[src/source/cpuPkg.sv]
package cpuPkg;

   ////////////////////////////////////////////////////////////////////////////
   // Word types

   // Data and register word
   typedef logic [7:0] dataT;
   // Data bus and ROM address
   typedef logic [7:0] addrT;
   // Offset added to the program counter for operand fetch
   typedef logic [1:0] pcOffsetT;
   // Instruction class, low nibble of an instruction byte
   typedef logic [3:0] opcodeT;
   // ALU function, high nibble of an instruction byte
   typedef logic [3:0] aluOpT;

   ////////////////////////////////////////////////////////////////////////////
   // Opcodes, 9 to 15 are illegal

   localparam opcodeT OP_READ_A  = 4'd0;
   localparam opcodeT OP_READ_B  = 4'd1;
   localparam opcodeT OP_WRITE_A = 4'd2;
   localparam opcodeT OP_WRITE_B = 4'd3;
   localparam opcodeT OP_MATH_A  = 4'd4;
   localparam opcodeT OP_MATH_B  = 4'd5;
   localparam opcodeT OP_BRANCH  = 4'd6;
   localparam opcodeT OP_GOTO    = 4'd7;
   localparam opcodeT OP_IDLE    = 4'd8;

   // ALU functions
   localparam aluOpT ALU_ADD   = 4'd0;
   localparam aluOpT ALU_SUB   = 4'd1;
   localparam aluOpT ALU_AND   = 4'd2;
   localparam aluOpT ALU_OR    = 4'd3;
   localparam aluOpT ALU_XOR   = 4'd4;
   localparam aluOpT ALU_SHL   = 4'd5;
   localparam aluOpT ALU_SHR   = 4'd6;
   localparam aluOpT ALU_INC_A = 4'd7;
   localparam aluOpT ALU_EQ    = 4'd8;
   localparam aluOpT ALU_GT    = 4'd9;
   localparam aluOpT ALU_LT    = 4'd10;

   // ROM locations holding the thread start addresses
   localparam addrT VECTOR_IRQ0 = 8'hFF;
   localparam addrT VECTOR_IRQ1 = 8'hFE;

   // Bus address parked here when no access is running
   localparam addrT BUS_IDLE_ADDR = 8'hFF;

   localparam int IRQ_COUNT = 2;

   ////////////////////////////////////////////////////////////////////////////
   // Sequencer states and grouped signals

   typedef enum logic [4:0] {
      IDLE,
      THREAD_START_0,
      THREAD_START_1,
      THREAD_START_2,
      CHOOSE_OP,
      READ_TO_A,
      READ_TO_B,
      READ_0,
      READ_1,
      READ_2,
      WRITE_FROM_A,
      WRITE_FROM_B,
      WRITE_0,
      MATH_SAVE_A,
      MATH_SAVE_B,
      MATH_0,
      BRANCH,
      BRANCH_0,
      BRANCH_1,
      GOTO,
      GOTO_0,
      GOTO_1
   } cpuStateT;

   // Outgoing data memory request
   typedef struct packed {
      addrT addr;
      dataT wrData;
      logic we;
   } busReqT;

   // Sequencer to datapath controls
   typedef struct packed {
      logic loadA;
      logic loadB;
      logic fromAlu;
      logic busAddrLoad;
      logic busWrite;
      logic writeFromB;
   } dpCtrlT;

endpackage

[src/source/cpuAlu.sv]
`timescale 1ns/100ps

module cpuAlu (
   input  cpuPkg::dataT  a,
   input  cpuPkg::dataT  b,
   input  cpuPkg::aluOpT op,
   output cpuPkg::dataT  result
);

   // Pure combinational, result settles within the cycle the opcode is on romData
   always_comb begin
      unique case (op)
         // Arithmetic wraps at 8 bits
         cpuPkg::ALU_ADD:   result = a + b;
         cpuPkg::ALU_SUB:   result = a - b;
         cpuPkg::ALU_INC_A: result = a + cpuPkg::dataT'(1);

         // Bitwise logic
         cpuPkg::ALU_AND:   result = a & b;
         cpuPkg::ALU_OR:    result = a | b;
         cpuPkg::ALU_XOR:   result = a ^ b;

         // Single bit shifts of A, zero fill
         cpuPkg::ALU_SHL:   result = a << 1;
         cpuPkg::ALU_SHR:   result = a >> 1;

         // Compares give one or zero
         // Unsigned, used by the branch through aluTrue
         cpuPkg::ALU_EQ:    result = cpuPkg::dataT'(a == b);
         cpuPkg::ALU_GT:    result = cpuPkg::dataT'(a > b);
         cpuPkg::ALU_LT:    result = cpuPkg::dataT'(a < b);

         // Unused codes
         default:           result = '0;
      endcase
   end

endmodule

[src/source/cpuControl.sv]
`timescale 1ns/100ps

module cpuControl (
   input  logic                          CLK,
   input  logic                          RESET,
   input  cpuPkg::dataT                  romData,
   input  logic                          aluTrue,
   input  logic [cpuPkg::IRQ_COUNT-1:0]  irqRaise,
   output logic [cpuPkg::IRQ_COUNT-1:0]  irqAck,
   output cpuPkg::addrT                  romAddr,
   output cpuPkg::dpCtrlT                dpCtrl,
   output cpuPkg::aluOpT                 aluOp
);

   // Sequencer state
   cpuPkg::cpuStateT state;
   cpuPkg::cpuStateT nextState;

   // Program counter plus operand offset forms the ROM address
   cpuPkg::addrT     pc;
   cpuPkg::addrT     nextPc;
   cpuPkg::pcOffsetT pcOffset;
   cpuPkg::pcOffsetT nextPcOffset;

   // Register chosen by a read or write, 1 for B
   logic regSelect;
   logic nextRegSelect;

   logic [cpuPkg::IRQ_COUNT-1:0] nextIrqAck;

   // Instruction class sits in the low nibble
   cpuPkg::opcodeT opcode;

   assign opcode  = romData[3:0];
   assign aluOp   = romData[7:4];
   assign romAddr = pc + cpuPkg::addrT'(pcOffset);

   ////////////////////////////////////////////////////////////////////////////
   // State registers

   always_ff @(posedge CLK) begin
      if (RESET) begin
         state     <= cpuPkg::CHOOSE_OP;
         pc        <= '0;
         pcOffset  <= '0;
         regSelect <= 1'b0;
         irqAck    <= '0;
      end else begin
         state     <= nextState;
         pc        <= nextPc;
         pcOffset  <= nextPcOffset;
         regSelect <= nextRegSelect;
         irqAck    <= nextIrqAck;
      end
   end

   ////////////////////////////////////////////////////////////////////////////
   // Next state and program counter

   always_comb begin
      // Hold by default, offset falls back to zero
      nextState     = state;
      nextPc        = pc;
      nextPcOffset  = '0;
      nextRegSelect = regSelect;
      nextIrqAck    = '0;

      unique case (state)
         // Wait for an interrupt, line 0 wins
         cpuPkg::IDLE: begin
            nextPc = cpuPkg::VECTOR_IRQ0;
            if (irqRaise[0]) begin
               nextState     = cpuPkg::THREAD_START_0;
               nextIrqAck[0] = 1'b1;
            end else if (irqRaise[1]) begin
               nextState     = cpuPkg::THREAD_START_0;
               nextPc        = cpuPkg::VECTOR_IRQ1;
               nextIrqAck[1] = 1'b1;
            end
         end
         // Vector address on romAddr
         cpuPkg::THREAD_START_0: nextState = cpuPkg::THREAD_START_1;
         // Vector content arrives, becomes the thread start
         cpuPkg::THREAD_START_1: begin
            nextState = cpuPkg::THREAD_START_2;
            nextPc    = romData;
         end
         // First instruction fetch in flight
         cpuPkg::THREAD_START_2: nextState = cpuPkg::CHOOSE_OP;

         // Decode, operand byte fetched next cycle when legal
         cpuPkg::CHOOSE_OP: begin
            nextPcOffset = 2'd1;
            case (opcode)
               cpuPkg::OP_READ_A:  nextState = cpuPkg::READ_TO_A;
               cpuPkg::OP_READ_B:  nextState = cpuPkg::READ_TO_B;
               cpuPkg::OP_WRITE_A: nextState = cpuPkg::WRITE_FROM_A;
               cpuPkg::OP_WRITE_B: nextState = cpuPkg::WRITE_FROM_B;
               cpuPkg::OP_MATH_A:  nextState = cpuPkg::MATH_SAVE_A;
               cpuPkg::OP_MATH_B:  nextState = cpuPkg::MATH_SAVE_B;
               cpuPkg::OP_BRANCH:  nextState = cpuPkg::BRANCH;
               cpuPkg::OP_GOTO:    nextState = cpuPkg::GOTO;
               cpuPkg::OP_IDLE: begin
                  nextState = cpuPkg::IDLE;
                  nextPc    = cpuPkg::VECTOR_IRQ0;
               end
               // Illegal opcode, stay put
               default:            nextPcOffset = '0;
            endcase
         end

         ///////////////////////////////////////////////////////////////////////
         // Memory read, address byte follows the instruction
         cpuPkg::READ_TO_A: begin
            nextState     = cpuPkg::READ_0;
            nextRegSelect = 1'b0;
         end
         cpuPkg::READ_TO_B: begin
            nextState     = cpuPkg::READ_0;
            nextRegSelect = 1'b1;
         end
         // Address byte on romData, datapath registers it
         cpuPkg::READ_0: nextState = cpuPkg::READ_1;
         // Step past operand so the next opcode is ready in time
         cpuPkg::READ_1: begin
            nextState = cpuPkg::READ_2;
            nextPc    = pc + 8'd2;
         end
         // Read data lands in the register
         cpuPkg::READ_2: nextState = cpuPkg::CHOOSE_OP;

         ///////////////////////////////////////////////////////////////////////
         // Memory write
         cpuPkg::WRITE_FROM_A: begin
            nextState     = cpuPkg::WRITE_0;
            nextRegSelect = 1'b0;
            nextPc        = pc + 8'd2;
         end
         cpuPkg::WRITE_FROM_B: begin
            nextState     = cpuPkg::WRITE_0;
            nextRegSelect = 1'b1;
            nextPc        = pc + 8'd2;
         end
         cpuPkg::WRITE_0: nextState = cpuPkg::CHOOSE_OP;

         // ALU result saved this cycle
         cpuPkg::MATH_SAVE_A,
         cpuPkg::MATH_SAVE_B: begin
            nextState = cpuPkg::MATH_0;
            nextPc    = pc + 8'd1;
         end
         cpuPkg::MATH_0: nextState = cpuPkg::CHOOSE_OP;

         ///////////////////////////////////////////////////////////////////////
         // Branch on compare, target byte follows the instruction
         cpuPkg::BRANCH: begin
            if (aluTrue) begin
               nextState = cpuPkg::BRANCH_0;
            end else begin
               nextState = cpuPkg::BRANCH_1;
               nextPc    = pc + 8'd2;
            end
         end
         cpuPkg::BRANCH_0: begin
            nextState = cpuPkg::BRANCH_1;
            nextPc    = romData;
         end
         cpuPkg::BRANCH_1: nextState = cpuPkg::CHOOSE_OP;

         // Unconditional jump
         cpuPkg::GOTO:   nextState = cpuPkg::GOTO_0;
         cpuPkg::GOTO_0: begin
            nextState = cpuPkg::GOTO_1;
            nextPc    = romData;
         end
         cpuPkg::GOTO_1: nextState = cpuPkg::CHOOSE_OP;

         default: nextState = cpuPkg::CHOOSE_OP;
      endcase
   end

   ////////////////////////////////////////////////////////////////////////////
   // Datapath controls, decoded from the current state only

   always_comb begin
      dpCtrl            = '0;
      dpCtrl.writeFromB = regSelect;
      unique case (state)
         cpuPkg::READ_0:      dpCtrl.busAddrLoad = 1'b1;
         cpuPkg::READ_2: begin
            dpCtrl.loadA = ~regSelect;
            dpCtrl.loadB = regSelect;
         end
         cpuPkg::WRITE_0: begin
            dpCtrl.busAddrLoad = 1'b1;
            dpCtrl.busWrite    = 1'b1;
         end
         cpuPkg::MATH_SAVE_A: begin
            dpCtrl.loadA   = 1'b1;
            dpCtrl.fromAlu = 1'b1;
         end
         cpuPkg::MATH_SAVE_B: begin
            dpCtrl.loadB   = 1'b1;
            dpCtrl.fromAlu = 1'b1;
         end
         default: ;
      endcase
   end

endmodule

[src/source/cpuDatapath.sv]
`timescale 1ns/100ps

module cpuDatapath (
   input  logic            CLK,
   input  logic            RESET,
   input  cpuPkg::dpCtrlT  dpCtrl,
   input  cpuPkg::aluOpT   aluOp,
   input  cpuPkg::dataT    romData,
   input  cpuPkg::dataT    busRdData,
   output cpuPkg::busReqT  busReq,
   output logic            aluTrue
);

   // Working registers
   cpuPkg::dataT regA;
   cpuPkg::dataT regB;

   // ALU result and the value selected for a register load
   cpuPkg::dataT aluResult;
   cpuPkg::dataT loadValue;

   // Registered bus request
   cpuPkg::addrT busAddrQ;
   cpuPkg::dataT busWrDataQ;
   logic         busWeQ;

   cpuAlu alu (
      .a      (regA),
      .b      (regB),
      .op     (aluOp),
      .result (aluResult)
   );

   // Nonzero result drives the branch decision
   assign aluTrue = |aluResult;

   // Math ops load from the ALU, reads load from the bus
   assign loadValue = dpCtrl.fromAlu ? aluResult : busRdData;

   ////////////////////////////////////////////////////////////////////////////
   // Registers A and B

   always_ff @(posedge CLK) begin
      if (RESET) begin
         regA <= '0;
         regB <= '0;
      end else begin
         if (dpCtrl.loadA) begin
            regA <= loadValue;
         end
         if (dpCtrl.loadB) begin
            regB <= loadValue;
         end
      end
   end

   ////////////////////////////////////////////////////////////////////////////
   // Bus request registers

   // Address comes straight from the operand byte on romData
   // Parks at the idle address otherwise
   always_ff @(posedge CLK) begin
      if (RESET) begin
         busAddrQ <= cpuPkg::BUS_IDLE_ADDR;
         busWeQ   <= 1'b0;
      end else begin
         busAddrQ <= dpCtrl.busAddrLoad ? romData : cpuPkg::BUS_IDLE_ADDR;
         busWeQ   <= dpCtrl.busWrite;
      end
   end

   // Write data captured together with the write strobe
   always_ff @(posedge CLK) begin
      if (dpCtrl.busWrite) begin
         busWrDataQ <= dpCtrl.writeFromB ? regB : regA;
      end
   end

   assign busReq = '{addr: busAddrQ, wrData: busWrDataQ, we: busWeQ};

endmodule

[src/source/cpuTop.sv]
`timescale 1ns/100ps

module cpuTop (
   input  logic                          CLK,
   input  logic                          RESET,
   // Program ROM
   output cpuPkg::addrT                  romAddr,
   input  cpuPkg::dataT                  romData,
   // Data memory bus
   output cpuPkg::busReqT                busReq,
   input  cpuPkg::dataT                  busRdData,
   // Interrupt lines
   input  logic [cpuPkg::IRQ_COUNT-1:0]  irqRaise,
   output logic [cpuPkg::IRQ_COUNT-1:0]  irqAck
);

   // Sequencer to datapath
   cpuPkg::dpCtrlT dpCtrl;
   cpuPkg::aluOpT  aluOp;

   // Compare result back to the sequencer
   logic aluTrue;

   cpuControl control (
      .CLK      (CLK),
      .RESET    (RESET),
      .romData  (romData),
      .aluTrue  (aluTrue),
      .irqRaise (irqRaise),
      .irqAck   (irqAck),
      .romAddr  (romAddr),
      .dpCtrl   (dpCtrl),
      .aluOp    (aluOp)
   );

   cpuDatapath datapath (
      .CLK       (CLK),
      .RESET     (RESET),
      .dpCtrl    (dpCtrl),
      .aluOp     (aluOp),
      .romData   (romData),
      .busRdData (busRdData),
      .busReq    (busReq),
      .aluTrue   (aluTrue)
   );

endmodule

[config.mk]
export PLATFORM = sky130hd
export DESIGN_NAME = cpuTop
export DESIGN_NICKNAME = d
export VERILOG_FILES = /design/src/source/cpuPkg.sv /design/src/source/cpuAlu.sv /design/src/source/cpuControl.sv /design/src/source/cpuDatapath.sv /design/src/source/cpuTop.sv
export SDC_FILE = /design/constraint.sdc
export NUM_CORES = 1
export LEC_CHECK = 0
export BUFFER_PORTS_ARGS = -buffer_cell sky130_fd_sc_hd__buf_4
export CORE_ASPECT_RATIO = 0.6
export CORE_MARGIN = 5
export CORE_UTILIZATION = 55
export DETAILED_ROUTE_END_ITERATION = 16
export PLACE_DENSITY_LB_ADDON = 0.25
export SLEW_MARGIN = 20
export SYNTH_ARGS = -nofsm -noshare
export SYNTH_HDL_FRONTEND = slang
export SYNTH_SLANG_ARGS = --single-unit
[constraint.sdc]
create_clock -name CLK -period 8.4 [get_ports CLK]
set_input_delay 0 -clock CLK [delete_from_list [all_inputs] [get_ports CLK]]
set_output_delay 0 -clock CLK [all_outputs]
set_load 0.01 [all_outputs]
* After elaboration in Yosys (flattened, before gate mapping)
Cells that the tools add are included.
Operators by class: add/sub/neg operators 6, magnitude comparators 2, eq/ne operators 40, mux-type cells 22, bitwise operators 7, reductions and logical operators 21
Operators by type and width (count):
- $pmux W8 S11 | 1
- $pmux W5 S13 | 1
- $pmux W8 S6 | 1
- $pmux W5 S9 | 1
- $mux W8 | 5
- $eq A5 B4 Y1 const B | 7
- $eq A4 B3 Y1 const B | 8
- $eq A5 B3 Y1 const B | 4
- $eq A5 B5 Y1 const B | 4
- $reduce_or A2 Y1 | 9
- $add A8 B1 Y8 const B | 2
- $eq A4 B2 Y1 const B | 4
- $eq A4 B4 Y1 const B | 4
- $mux W5 | 2
- $ne A10 B1 Y1 const B | 1
- $reduce_or A3 Y1 | 3
- $reduce_or A9 Y1 | 1
- $add A8 B2 Y8 | 1
- $add A8 B2 Y8 const B | 1
- $add A8 B8 Y8 | 1
- $and A8 B8 Y8 | 1
- $eq A4 B1 Y1 const B | 2
- $eq A8 B8 Y1 | 1
- $gt A8 B8 Y1 | 1
- other kinds (20) | 32
Storage, ports and cells: register bits after elaboration 51, input bits 20

* Longest topological paths before layout
Gate-level depths: netlist (run 1).
depth in word-level cells 5, gate-level depth with buffers 14

* By module
From an unflattened synthesis (run 1), not the netlist that was laid out.
Unflattened totals: cell total of the unflattened synthesis 563, area total of the unflattened synthesis 4579.4 um^2
By module, submodules not included:
- cpuControl | instances 1, cells each 254, area an instance 1874.3 um^2, seq. area each 340.3 um^2
- cpuAlu | instances 1, cells each 206, area an instance 1468.9 um^2, seq. area each 0.0 um^2
- cpuDatapath | instances 1, cells each 103, area an instance 1236.2 um^2, seq. area each 740.7 um^2

* Least setup slack after synthesis (run 1)
No wires, ideal clock.
path kind reg2reg, from register datapath.regA[5], to register control.state[0], setup time 134 ps, arrival time 2740 ps, path slack 5526 ps, stages on the path, launching flop included 12, path buffers 1, clock period less this slack 2874 ps, cell sequence dfxtp_1 > inv_1 > ha_1 > or2_1 > a2111o_1 > and3_1 > a211oi_1 > nand4_2 > nor4_4 > nand2b_1 > buf_6 > a41oi_1
On the way: longest elaborated chain between the ends 5, elaborated cells on any way between the ends 13
RTL lines:
- start: declaration | line cpuDatapath.sv:15 | cpuPkg::dataT regA;
- start signal: assignment | line cpuDatapath.sv:49 | regA <= loadValue;
- $add A8 B1 Y8, or another cell as far along | line cpuAlu.sv:16 | cpuPkg::ALU_INC_A: result = a + cpuPkg::dataT'(1);
- $pmux W8 S11 * | line cpuAlu.sv:12 | unique case (op)
- $reduce_or A8 Y1 * | line cpuDatapath.sv:35 | assign aluTrue = |aluResult;
- $mux W2 * | line cpuControl.sv:157 | if (aluTrue) begin
- $pmux W5 S13 * | line cpuControl.sv:68 | unique case (state)
- end signal: assignment | line cpuControl.sv:43 | state <= cpuPkg::CHOOSE_OP;
- end signal: assignment | line cpuControl.sv:49 | state <= nextState;
- end: declaration | line cpuControl.sv:16 | cpuPkg::cpuStateT state;
Every way passes the cells marked *; elsewhere a longest branch is shown, timed or not. A chain may end at the register's enable or synchronous reset.

* Worst setup path after layout (run 1)
from register datapath.regA[6], to register control.state[0]
The elaborated chain is that of the path after synthesis.

==> results of run 1 <==
[layer usage]
layer / global-route usage, % / vias up
met2: 37.1 / 225
met3: 6.59 / 15
met5: 0 / -
met4: 4.22 / 0
met1: 38.4 / 1973
li1: - / 2006
[cell families (layout without fill, tap and decap cells)]
kind of cell | Yosys count | count (layout) | share of synthesized area [%]
AND/OR/NAND/NOR | 197 | 197 | 24.7
AO/OA/AOI/OAI | 139 | 139 | 23.2
buffers and inverters | 68 | 96 | 6.67
flip-flops | 50 | 50 | 24.8
adder cells (fa/ha/maj) | 37 | 37 | 11.0
multiplexers | 23 | 23 | 5.38
XOR/XNOR | 21 | 21 | 4.23
other | 0 | 1 | 0
[power by group]
group	total [mW]	internal, mW	switching, mW	leakage (nW)
Clock	0.221	0.129	0.0916	0.0792
Sequential	0.386	0.291	0.0945	0.408
Combinational	0.536	0.232	0.304	1.41
[cells in the final DEF (no fill, tap or decap), types with 3 or more instances in the layout]
cell type | netlist | routed
sky130_fd_sc_hd__o21a_1 | 4 | 4
sky130_fd_sc_hd__mux2_2 | 3 | 3
sky130_fd_sc_hd__buf_4 | 1 | 48
sky130_fd_sc_hd__a21o_1 | 3 | 3
sky130_fd_sc_hd__xnor2_1 | 11 | 11
sky130_fd_sc_hd__a221oi_2 | 7 | 7
sky130_fd_sc_hd__or2_1 | 5 | 5
sky130_fd_sc_hd__a21oi_1 | 33 | 33
sky130_fd_sc_hd__dlygate4sd3_1 | 0 | 5
sky130_fd_sc_hd__clkbuf_16 | 0 | 6
sky130_fd_sc_hd__nand4_1 | 6 | 6
sky130_fd_sc_hd__a221o_1 | 3 | 3
sky130_fd_sc_hd__ha_1 | 35 | 35
sky130_fd_sc_hd__a22oi_1 | 5 | 5
sky130_fd_sc_hd__o22ai_1 | 6 | 6
sky130_fd_sc_hd__nand4b_1 | 3 | 3
sky130_fd_sc_hd__nor2_1 | 53 | 53
sky130_fd_sc_hd__and3_1 | 5 | 5
sky130_fd_sc_hd__nor3_1 | 10 | 10
sky130_fd_sc_hd__xor2_1 | 10 | 10
sky130_fd_sc_hd__inv_1 | 33 | 33
sky130_fd_sc_hd__nand3_1 | 15 | 15
sky130_fd_sc_hd__mux2i_1 | 20 | 20
sky130_fd_sc_hd__a222oi_1 | 3 | 3
sky130_fd_sc_hd__nor2b_1 | 17 | 17
sky130_fd_sc_hd__nand2b_1 | 20 | 20
sky130_fd_sc_hd__dfxtp_1 | 42 | 42
sky130_fd_sc_hd__o21ai_0 | 22 | 22
sky130_fd_sc_hd__o31ai_1 | 6 | 6
sky130_fd_sc_hd__edfxtp_1 | 8 | 8
sky130_fd_sc_hd__a211oi_1 | 10 | 10
sky130_fd_sc_hd__or2_2 | 6 | 6
sky130_fd_sc_hd__a311oi_1 | 7 | 7
sky130_fd_sc_hd__nor4_1 | 7 | 7
sky130_fd_sc_hd__nand2_1 | 31 | 31
sky130_fd_sc_hd__a31oi_1 | 6 | 6
sky130_fd_sc_hd__a221oi_1 | 3 | 3
[through the flow]
step | util (%) | cells | setup WS, ns
6_report | 63.0 | 672 | 4.68
5_1_grt | 62.9 | 671 | 4.47
4_1_cts | 62.9 | 671 | 4.71
3_5_place_dp | 60.2 | 658 | 4.70
3_3_place_gp | 60.2 | 658 | 4.83
2_1_floorplan | - | 535 | 5.53
[path summary, 6_finish.rpt]
path	startpoint	endpoint	slack, ns	cells past startpoint
max	datapath.regA[6]$_SDFFE_PP0P_	control.state[0]$_SDFFE_PP0P_	4.68	10
min reg2reg	control.pc[7]$_SDFFE_PP0P_	control.pc[7]$_SDFFE_PP0P_	0.55	2
min	irqRaise[1]	control.irqAck[1]$_SDFF_PP0_	0.04	3
max reg2reg	datapath.regA[6]$_SDFFE_PP0P_	control.state[0]$_SDFFE_PP0P_	4.68	10
[state kept, by name, summed over array words and instances, names as in the netlist]
name                 count
datapath.busWeQ          1
datapath.busWrDataQ      8
datapath.busAddrQ        8
datapath.regB            8
control.regSelect        1
datapath.regA            8
control.pc               8
control.pcOffset         1
control.irqAck           2
control.state            5
[cell type report]
class,instances,area [um2]
Antenna cell,1,2.50
Clock buffer,7,154
Clock inverter,1,8.76
Fill cell,714,2880
Inverter,35,131
Multi-Input combinational cell,417,2980
Sequential cell,50,1080
Tap cell,108,135
Timing Repair Buffer,53,410
[critical path: cells and delay by family, from the launching register on]
| kind | cells | cell delay (ns) |
|---|---|---|
| AOI/OAI and AO/OA | 3 | 0.97 |
| adders and majority gates | 1 | 0.41 |
| buffers and inverters | 1 | 0.13 |
| DFF | 1 | 0.46 |
| and+or+nand+nor | 5 | 1.60 |
==> reports/results.txt, run 1 <==
The routability congestion estimate came out at 1.04. The insertion delay of the later-clocked pin in the worst-skew pair is 0.29 ns, and the average wire per cell in the routed design is 18.9 um. Among all cell types in the netlist, the one instantiated most often is sky130_fd_sc_hd__nor2_1. For the instance area at placement, the log shows 4690 um2.

The post-layout net count was 619; the wire length of the first global-routing pass was 20.6 mm. The tool flagged a number of max-cap violations equal to 0. Counting flops with a built-in enable in the synthesized netlist gives 8. In the global route stage, overall resource usage came out at 25.5%. The fraction of synthesis flops using an asynchronous set or reset pin was 0%. The post-synthesis cell count was 535; the share of the cycle needed by the critical path after routing was 44.3%.

For the worst setup skew after layout, the log shows 0.00694 ns. The cell type with the highest aggregate area in the netlist is sky130_fd_sc_hd__dfxtp_1. The category of the most critical setup path is reg2reg. The flow ran to the end, and the final reports show no timing, DRC or antenna violations. For the met2 wirelength from detailed routing, the log shows 5.24 mm. No sink is reached through more buffers than the 2 on the longest clock path. Adding up every negative setup slack in the final design gives 0 ns. Setup violations remaining at the end of the flow were counted as 0.

Before antenna repair, the detailed router went through 5 iterations. The wire length on met1 came out at 6.05 mm. The number of buffers created by CTS was 5; the die span in x was 125 um. The completed layout was analyzed and its total power is 1.14 mW. Wires add up to 12.7 mm. The run gives 0 as the initial antenna violation count. After synthesis, the cell types taking the most area are sky130_fd_sc_hd__dfxtp_1 19%, sky130_fd_sc_hd__ha_1 10%, sky130_fd_sc_hd__edfxtp_1 5.5%, sky130_fd_sc_hd__mux2i_1 4.6%, sky130_fd_sc_hd__nor2_1 4.6%. After detailed routing, the met3 layer carries 1.32 mm of wire.

The logs give 4219 for the total via count in the routed design and 8.55 ns for the required time of the worst setup path. After synthesis the netlist holds a flip-flop and latch count of 50. The worst min-delay path class is in2reg. STA puts the critical path data arrival time at 3.87 ns.

The wire-length estimate of the detail-placed layout is 9.54 mm. Entering global routing, the biggest net connects 37 pins. Hold buffer count at cts: 5. Fraction of final layout cells sized beyond drive strength 1: 14.7%. Counting every net in the synthesized netlist gives 592. The mean number of vias per cell was 6.28.

The number of nets with antenna violations after routing came out at 0. For the count of boundary I/O pins, the log shows 47. The number of instances resized during post-cts repair was 0; the power per cell area was 233 nW/um2. The commonest cells after synthesis are 53 x sky130_fd_sc_hd__nor2_1, 42 x sky130_fd_sc_hd__dfxtp_1, 35 x sky130_fd_sc_hd__ha_1. In the routed design, unresolved DRC markers number 0. For this run, the leading register cell type out of synthesis is sky130_fd_sc_hd__dfxtp_1.

The area added between synthesis and finish was 12.7%; the overflow left after global routing was 0. Leakage component of the power: 1.89 nW. From bottom edge to top edge, the die measures 78.9 um.

The synthesis warning total was 0; the hold violation count in the final report was 0. The largest fanout on the critical path works out to 8. For the pin with the worst max-slew slack, the measured transition is 0.934 ns. After floorplanning, the core was divided into 25 placement rows.

With fillers left out, the area of the finished cells amounts to 4900 um2. The core region is 7790 um2. The number of global-route vias before repair was 3906. The sequential-to-total area share from yosys stat was 24.8%; the maximum vdd ir drop was 0.000162 V.

The kind of start point of the critical path is a flop. The worst-case headroom to the max-slew limit was 37.4%; the area fraction of the dominant cell type after synthesis was 19.3%. The maximum level of the CTS H-tree was 2.

Setup repair after global routing left no endpoint under its margin. The delay of the slowest critical-path stage came out at 0.47 ns. After synthesis the cells add up to 4350 um2. The cell with the largest stage delay on the worst path is sky130_fd_sc_hd__a211oi_1.

Dividing the synthesized area by the synthesized cell count gives 8.14 um2. For this design, the sink count on the clock tree is 50. The critical path goes through inv_1 > ha_1 > or2_2 > a2111o_1 > and3_1 > a211oi_1 > nand4_2 > nor4_4 > nand2b_1 > a41oi_1. The root buffer cell was sky130_fd_sc_hd__clkbuf_16. Input and output buffers added on the ports amount to 46. Clock-pin slew was measured on the worst setup and hold paths at 0.07 ns. The fmax is 269 MHz. For the effective utilization at floorplan, the log shows 55.9%. Highest routed metal layer: met4. The floorplan step defined a die boundary enclosing 9850 um2. For the finished layout, the period the worst path requires is 3.72 ns. The worst hold slack is 0.0351 ns. Once the clock tree was built, the setup fixing pass inserted 0 buffers. For this block, the initial DRC count from the detailed router was 512. For the max-slew violation total from the final report, the log shows 0. Endpoint class of the critical path: a flop.

The synthesized netlist contains 73 unique library cells. TritonCTS built the clock tree.
Note: power is estimated with default switching activity, not from simulation.
==> run 2: changes to the inputs <==
Settings changed: CORE_UTILIZATION 55 to 54.
Clock period 8.4 ns to 3.4 ns, I/O delays scaled along.
==> run 2 against run 1 <==
First-iteration DRC count increased by 36%; via count rose by 5.1%; wire length up 8.2%; combinational power grew to 2.6 times the previous value; design area up 3.1%; register-to-register slack lost 4.6 ns; clock power grew to 2.7 times the previous value; total power grew to 2.6 times the previous value; maximum frequency up 12%; largest cell class unchanged.
==> reports/results.txt, run 2 (synthesized netlist as in run 1, its figures left out) <==
The run finished with clean final reports. For the post-detailed-placement half-perimeter wirelength, the log shows 10.2 mm (+6.7%). Setup repair after global routing left no endpoint under its margin. The logs give 0 (unchanged) for the initial antenna violation count and 2 (unchanged) for the number of buffers between clock root and the deepest sink. Worst min-delay path class: in2reg. The transition at the pin with the smallest max-transition slack came out at 0.934 ns (-0.000283 ns). The logs give 0.00304 ns (-0.00391 ns) for the worst setup skew after layout and 10000 um2 (+1.7%) for the area enclosed by the die boundary. The final period demand of the worst path was 3.34 ns (-0.388 ns).

The total core area was 7850 um2 (+0.80%); the count of buffers inserted at the top-level ports was 46 (unchanged). Count of boundary I/O pins: 47 (unchanged). The effective utilization at floorplan is 55.4% (-0.45 points), and the final setup violation count is 0 (unchanged). The worst setup path is captured at a flop. The global-route total usage across every layer was 27.3% (+1.8 points).

Clock edge transition at the registers on the reported setup and hold paths: 0.07 ns (about the same). For the number of rows in the core area, the log shows 25 (unchanged). The worst setup path endpoint is control.pc[4]$_SDFFE_PP0P_. For the maximum level of the CTS H-tree, the log shows 2 (unchanged).

The routability congestion estimate came out at 1.07 (+3.2%). Worst-case headroom to the max-slew limit: 37.2% (-0.22 points). Number of nets with antenna violations after routing: 0 (unchanged).

The die span in x was 126 um (+0.85%); the post-layout net count was 635 (+2.6%). The max-slew violation total from the final report is 0 (unchanged), and the hold violation count in the final report is 0 (unchanged). The wire length of the first global-routing pass was 22.0 mm (+7.1%). The worst setup path is launched from a flop.

The number of maximum-capacitance violations was 0 (unchanged). The fmax is 300 MHz (+12%), and the number of global-route vias before repair is 4113 (+5.3%). The library cells used most frequently in the layout, excluding fill and tap cells, are 63 x sky130_fd_sc_hd__buf_4, 53 x sky130_fd_sc_hd__nor2_1, 42 x sky130_fd_sc_hd__dfxtp_1. The logs give 0.06 ns (-4.61 ns) for the worst setup slack for register-to-register paths and 3.50 ns (-0.37 ns) for the signal arrival time at the worst endpoint. The largest fanout on the critical path is 7 (-1), and the number of buffers created by CTS is 5 (unchanged).

The logs give 0 (-1) for the number of antenna cells inserted and 2.92 mW (+160%) for the overall power consumption. Insertion delay of the later-clocked pin in the worst-skew pair: 0.30 ns (about the same). The area added between synthesis and finish works out to 16.2%.

Summed negative setup slack over all endpoints: 0 ns (unchanged). The worst register-to-register path ends at control.pc[4]$_SDFFE_PP0P_. The number of filler cells placed in the layout came out at 682 (-4.5%). Reg-to-reg startpoint: datapath.regA[0]$_SDFFE_PP0P_. For the count of routing violations after the opening detailed-route iteration, the log shows 698 (+36%). The fraction of final layout cells sized beyond drive strength 1 came out at 17.8% (+3.0 points). The most common library cell in the layout ignoring fill and taps is sky130_fd_sc_hd__buf_4. The tools report the wire length after detailed routing as 13.8 mm (+8.2%).

The maximum vdd ir drop came out at 0.000348 V (+120%). The DRC violations left was 0 (unchanged). The tools report the met2 layer usage reported by global route as 38.4% (+1.4 points). The most critical setup path has its startpoint at datapath.regA[0]$_SDFFE_PP0P_. The total via count in the routed design came out at 4433 (+5.1%). The root buffer cell was sky130_fd_sc_hd__clkbuf_16.

The logic depth of the worst register-to-register path was 12 (+2); the required time of the worst setup path was 3.56 ns (-4.99 ns). Met1 demand-to-capacity share in global routing: 40.3% (+1.9 points). The category of the most critical setup path is reg2reg. The met3 track utilization from global routing is 8.69% (+2.1 points). Layer with the highest usage after global routing: met1. The overflow left after global routing was 0 (unchanged); the overall die height was 79.5 um (+0.80%). The share of the cycle needed by the critical path after routing came out at 98.1% (+54 points).

The logs give 37 (unchanged) for the pin count of the biggest net entering global routing and 0 (unchanged) for the post-CTS setup-driven buffer insertion count. The average wire per cell in the routed design was 20.0 um (+5.8%). The run gives 5 (unchanged) as the first-pass iteration count of the detailed router.

The mean number of vias per cell was 6.45 (+2.8%); the leakage component of the power was 1.99 nW (+5.0%). The run gives 50 (unchanged) as the number of clock sinks. The power per cell area is 578 nW/um2 (+150%). TritonCTS built the clock tree.
[run 2: worst min path at each step]
| stage | endpoint | cells after the start | startpoint |
|---|---|---|---|
| final | control.irqAck[1]$_SDFF_PP0_ | 3 | irqRaise[1] |
| after floorplan | datapath.busAddrQ[0]$_SDFF_PP1_ | 1 | romData[0] |
| after global placement | datapath.busAddrQ[0]$_SDFF_PP1_ | 2 | romData[0] |
| after global routing | control.irqAck[1]$_SDFF_PP0_ | 3 | irqRaise[1] |
| after CTS | control.irqAck[1]$_SDFF_PP0_ | 3 | irqRaise[1] |
| after detailed placement | datapath.busAddrQ[0]$_SDFF_PP1_ | 2 | romData[0] |
[run 2: routing by layer]
layer | wire length (um) | share of wire (%)
met2 | 5480 | 40
met5 | 0 | 0
met1 | 6190 | 45
met3 | 1870 | 14
met4 | 218 | 1.6
[run 2: through the flow]
stage / cells / setup slack (ns) / hold WS [ns] / utilization [%] / instance area (um2)
2_1_floorplan: 535 / 0.526 / 0.107 / - / 4350
5_1_grt: 687 / 0.00428 / 0.0574 / 64.4 / 5060
3_5_place_dp: 674 / 0.123 / 0.242 / 61.4 / 4820
3_3_place_gp: 674 / 0.219 / 0.241 / 61.4 / 4820
6_report: 687 / 0.0648 / 0.0397 / 64.4 / 5060
4_1_cts: 687 / 0.108 / 0.0368 / 64.2 / 5040
[run 2: power by group]
part | total, mW | internal (mW) | switching (mW)
combinational | 1.41 | 0.599 | 0.810
sequential | 0.919 | 0.719 | 0.199
clock | 0.593 | 0.349 | 0.244
total | 2.92 | 1.67 | 1.25
[run 2: critical path, cell delays in order, from the launching register on]
cell	delay, ns
sky130_fd_sc_hd__dfxtp_1	0.45
sky130_fd_sc_hd__inv_1	0.11
sky130_fd_sc_hd__ha_1	0.24
sky130_fd_sc_hd__inv_1	0.08
sky130_fd_sc_hd__fa_1	0.41
sky130_fd_sc_hd__nand4b_1	0.11
sky130_fd_sc_hd__a21oi_1	0.07
sky130_fd_sc_hd__a2111oi_1	0.67
sky130_fd_sc_hd__nand4b_1	0.27
sky130_fd_sc_hd__nor4_4	0.32
sky130_fd_sc_hd__nand2b_1	0.25
sky130_fd_sc_hd__buf_12	0.15
sky130_fd_sc_hd__a221oi_2	0.06
[run 2: area by class of cell]
class / count / area (um2) / share of cell area [%]
sequential: 50 / 1080 / 21.4
inverter: 35 / 131 / 2.60
timing repair buffer: 69 / 543 / 10.7
multi-input combinational: 417 / 3000 / 59.3
clock inverter: 3 / 43.8 / 0.866
clock buffer: 5 / 125 / 2.47
tap: 108 / 135 / 2.67
[run 2: what timing repair did]
action,in CTS,in global routing
hold endpoints to repair,5,0
hold buffers,5,0
gates resized for setup,0,3
endpoints found under the setup margin,0,8
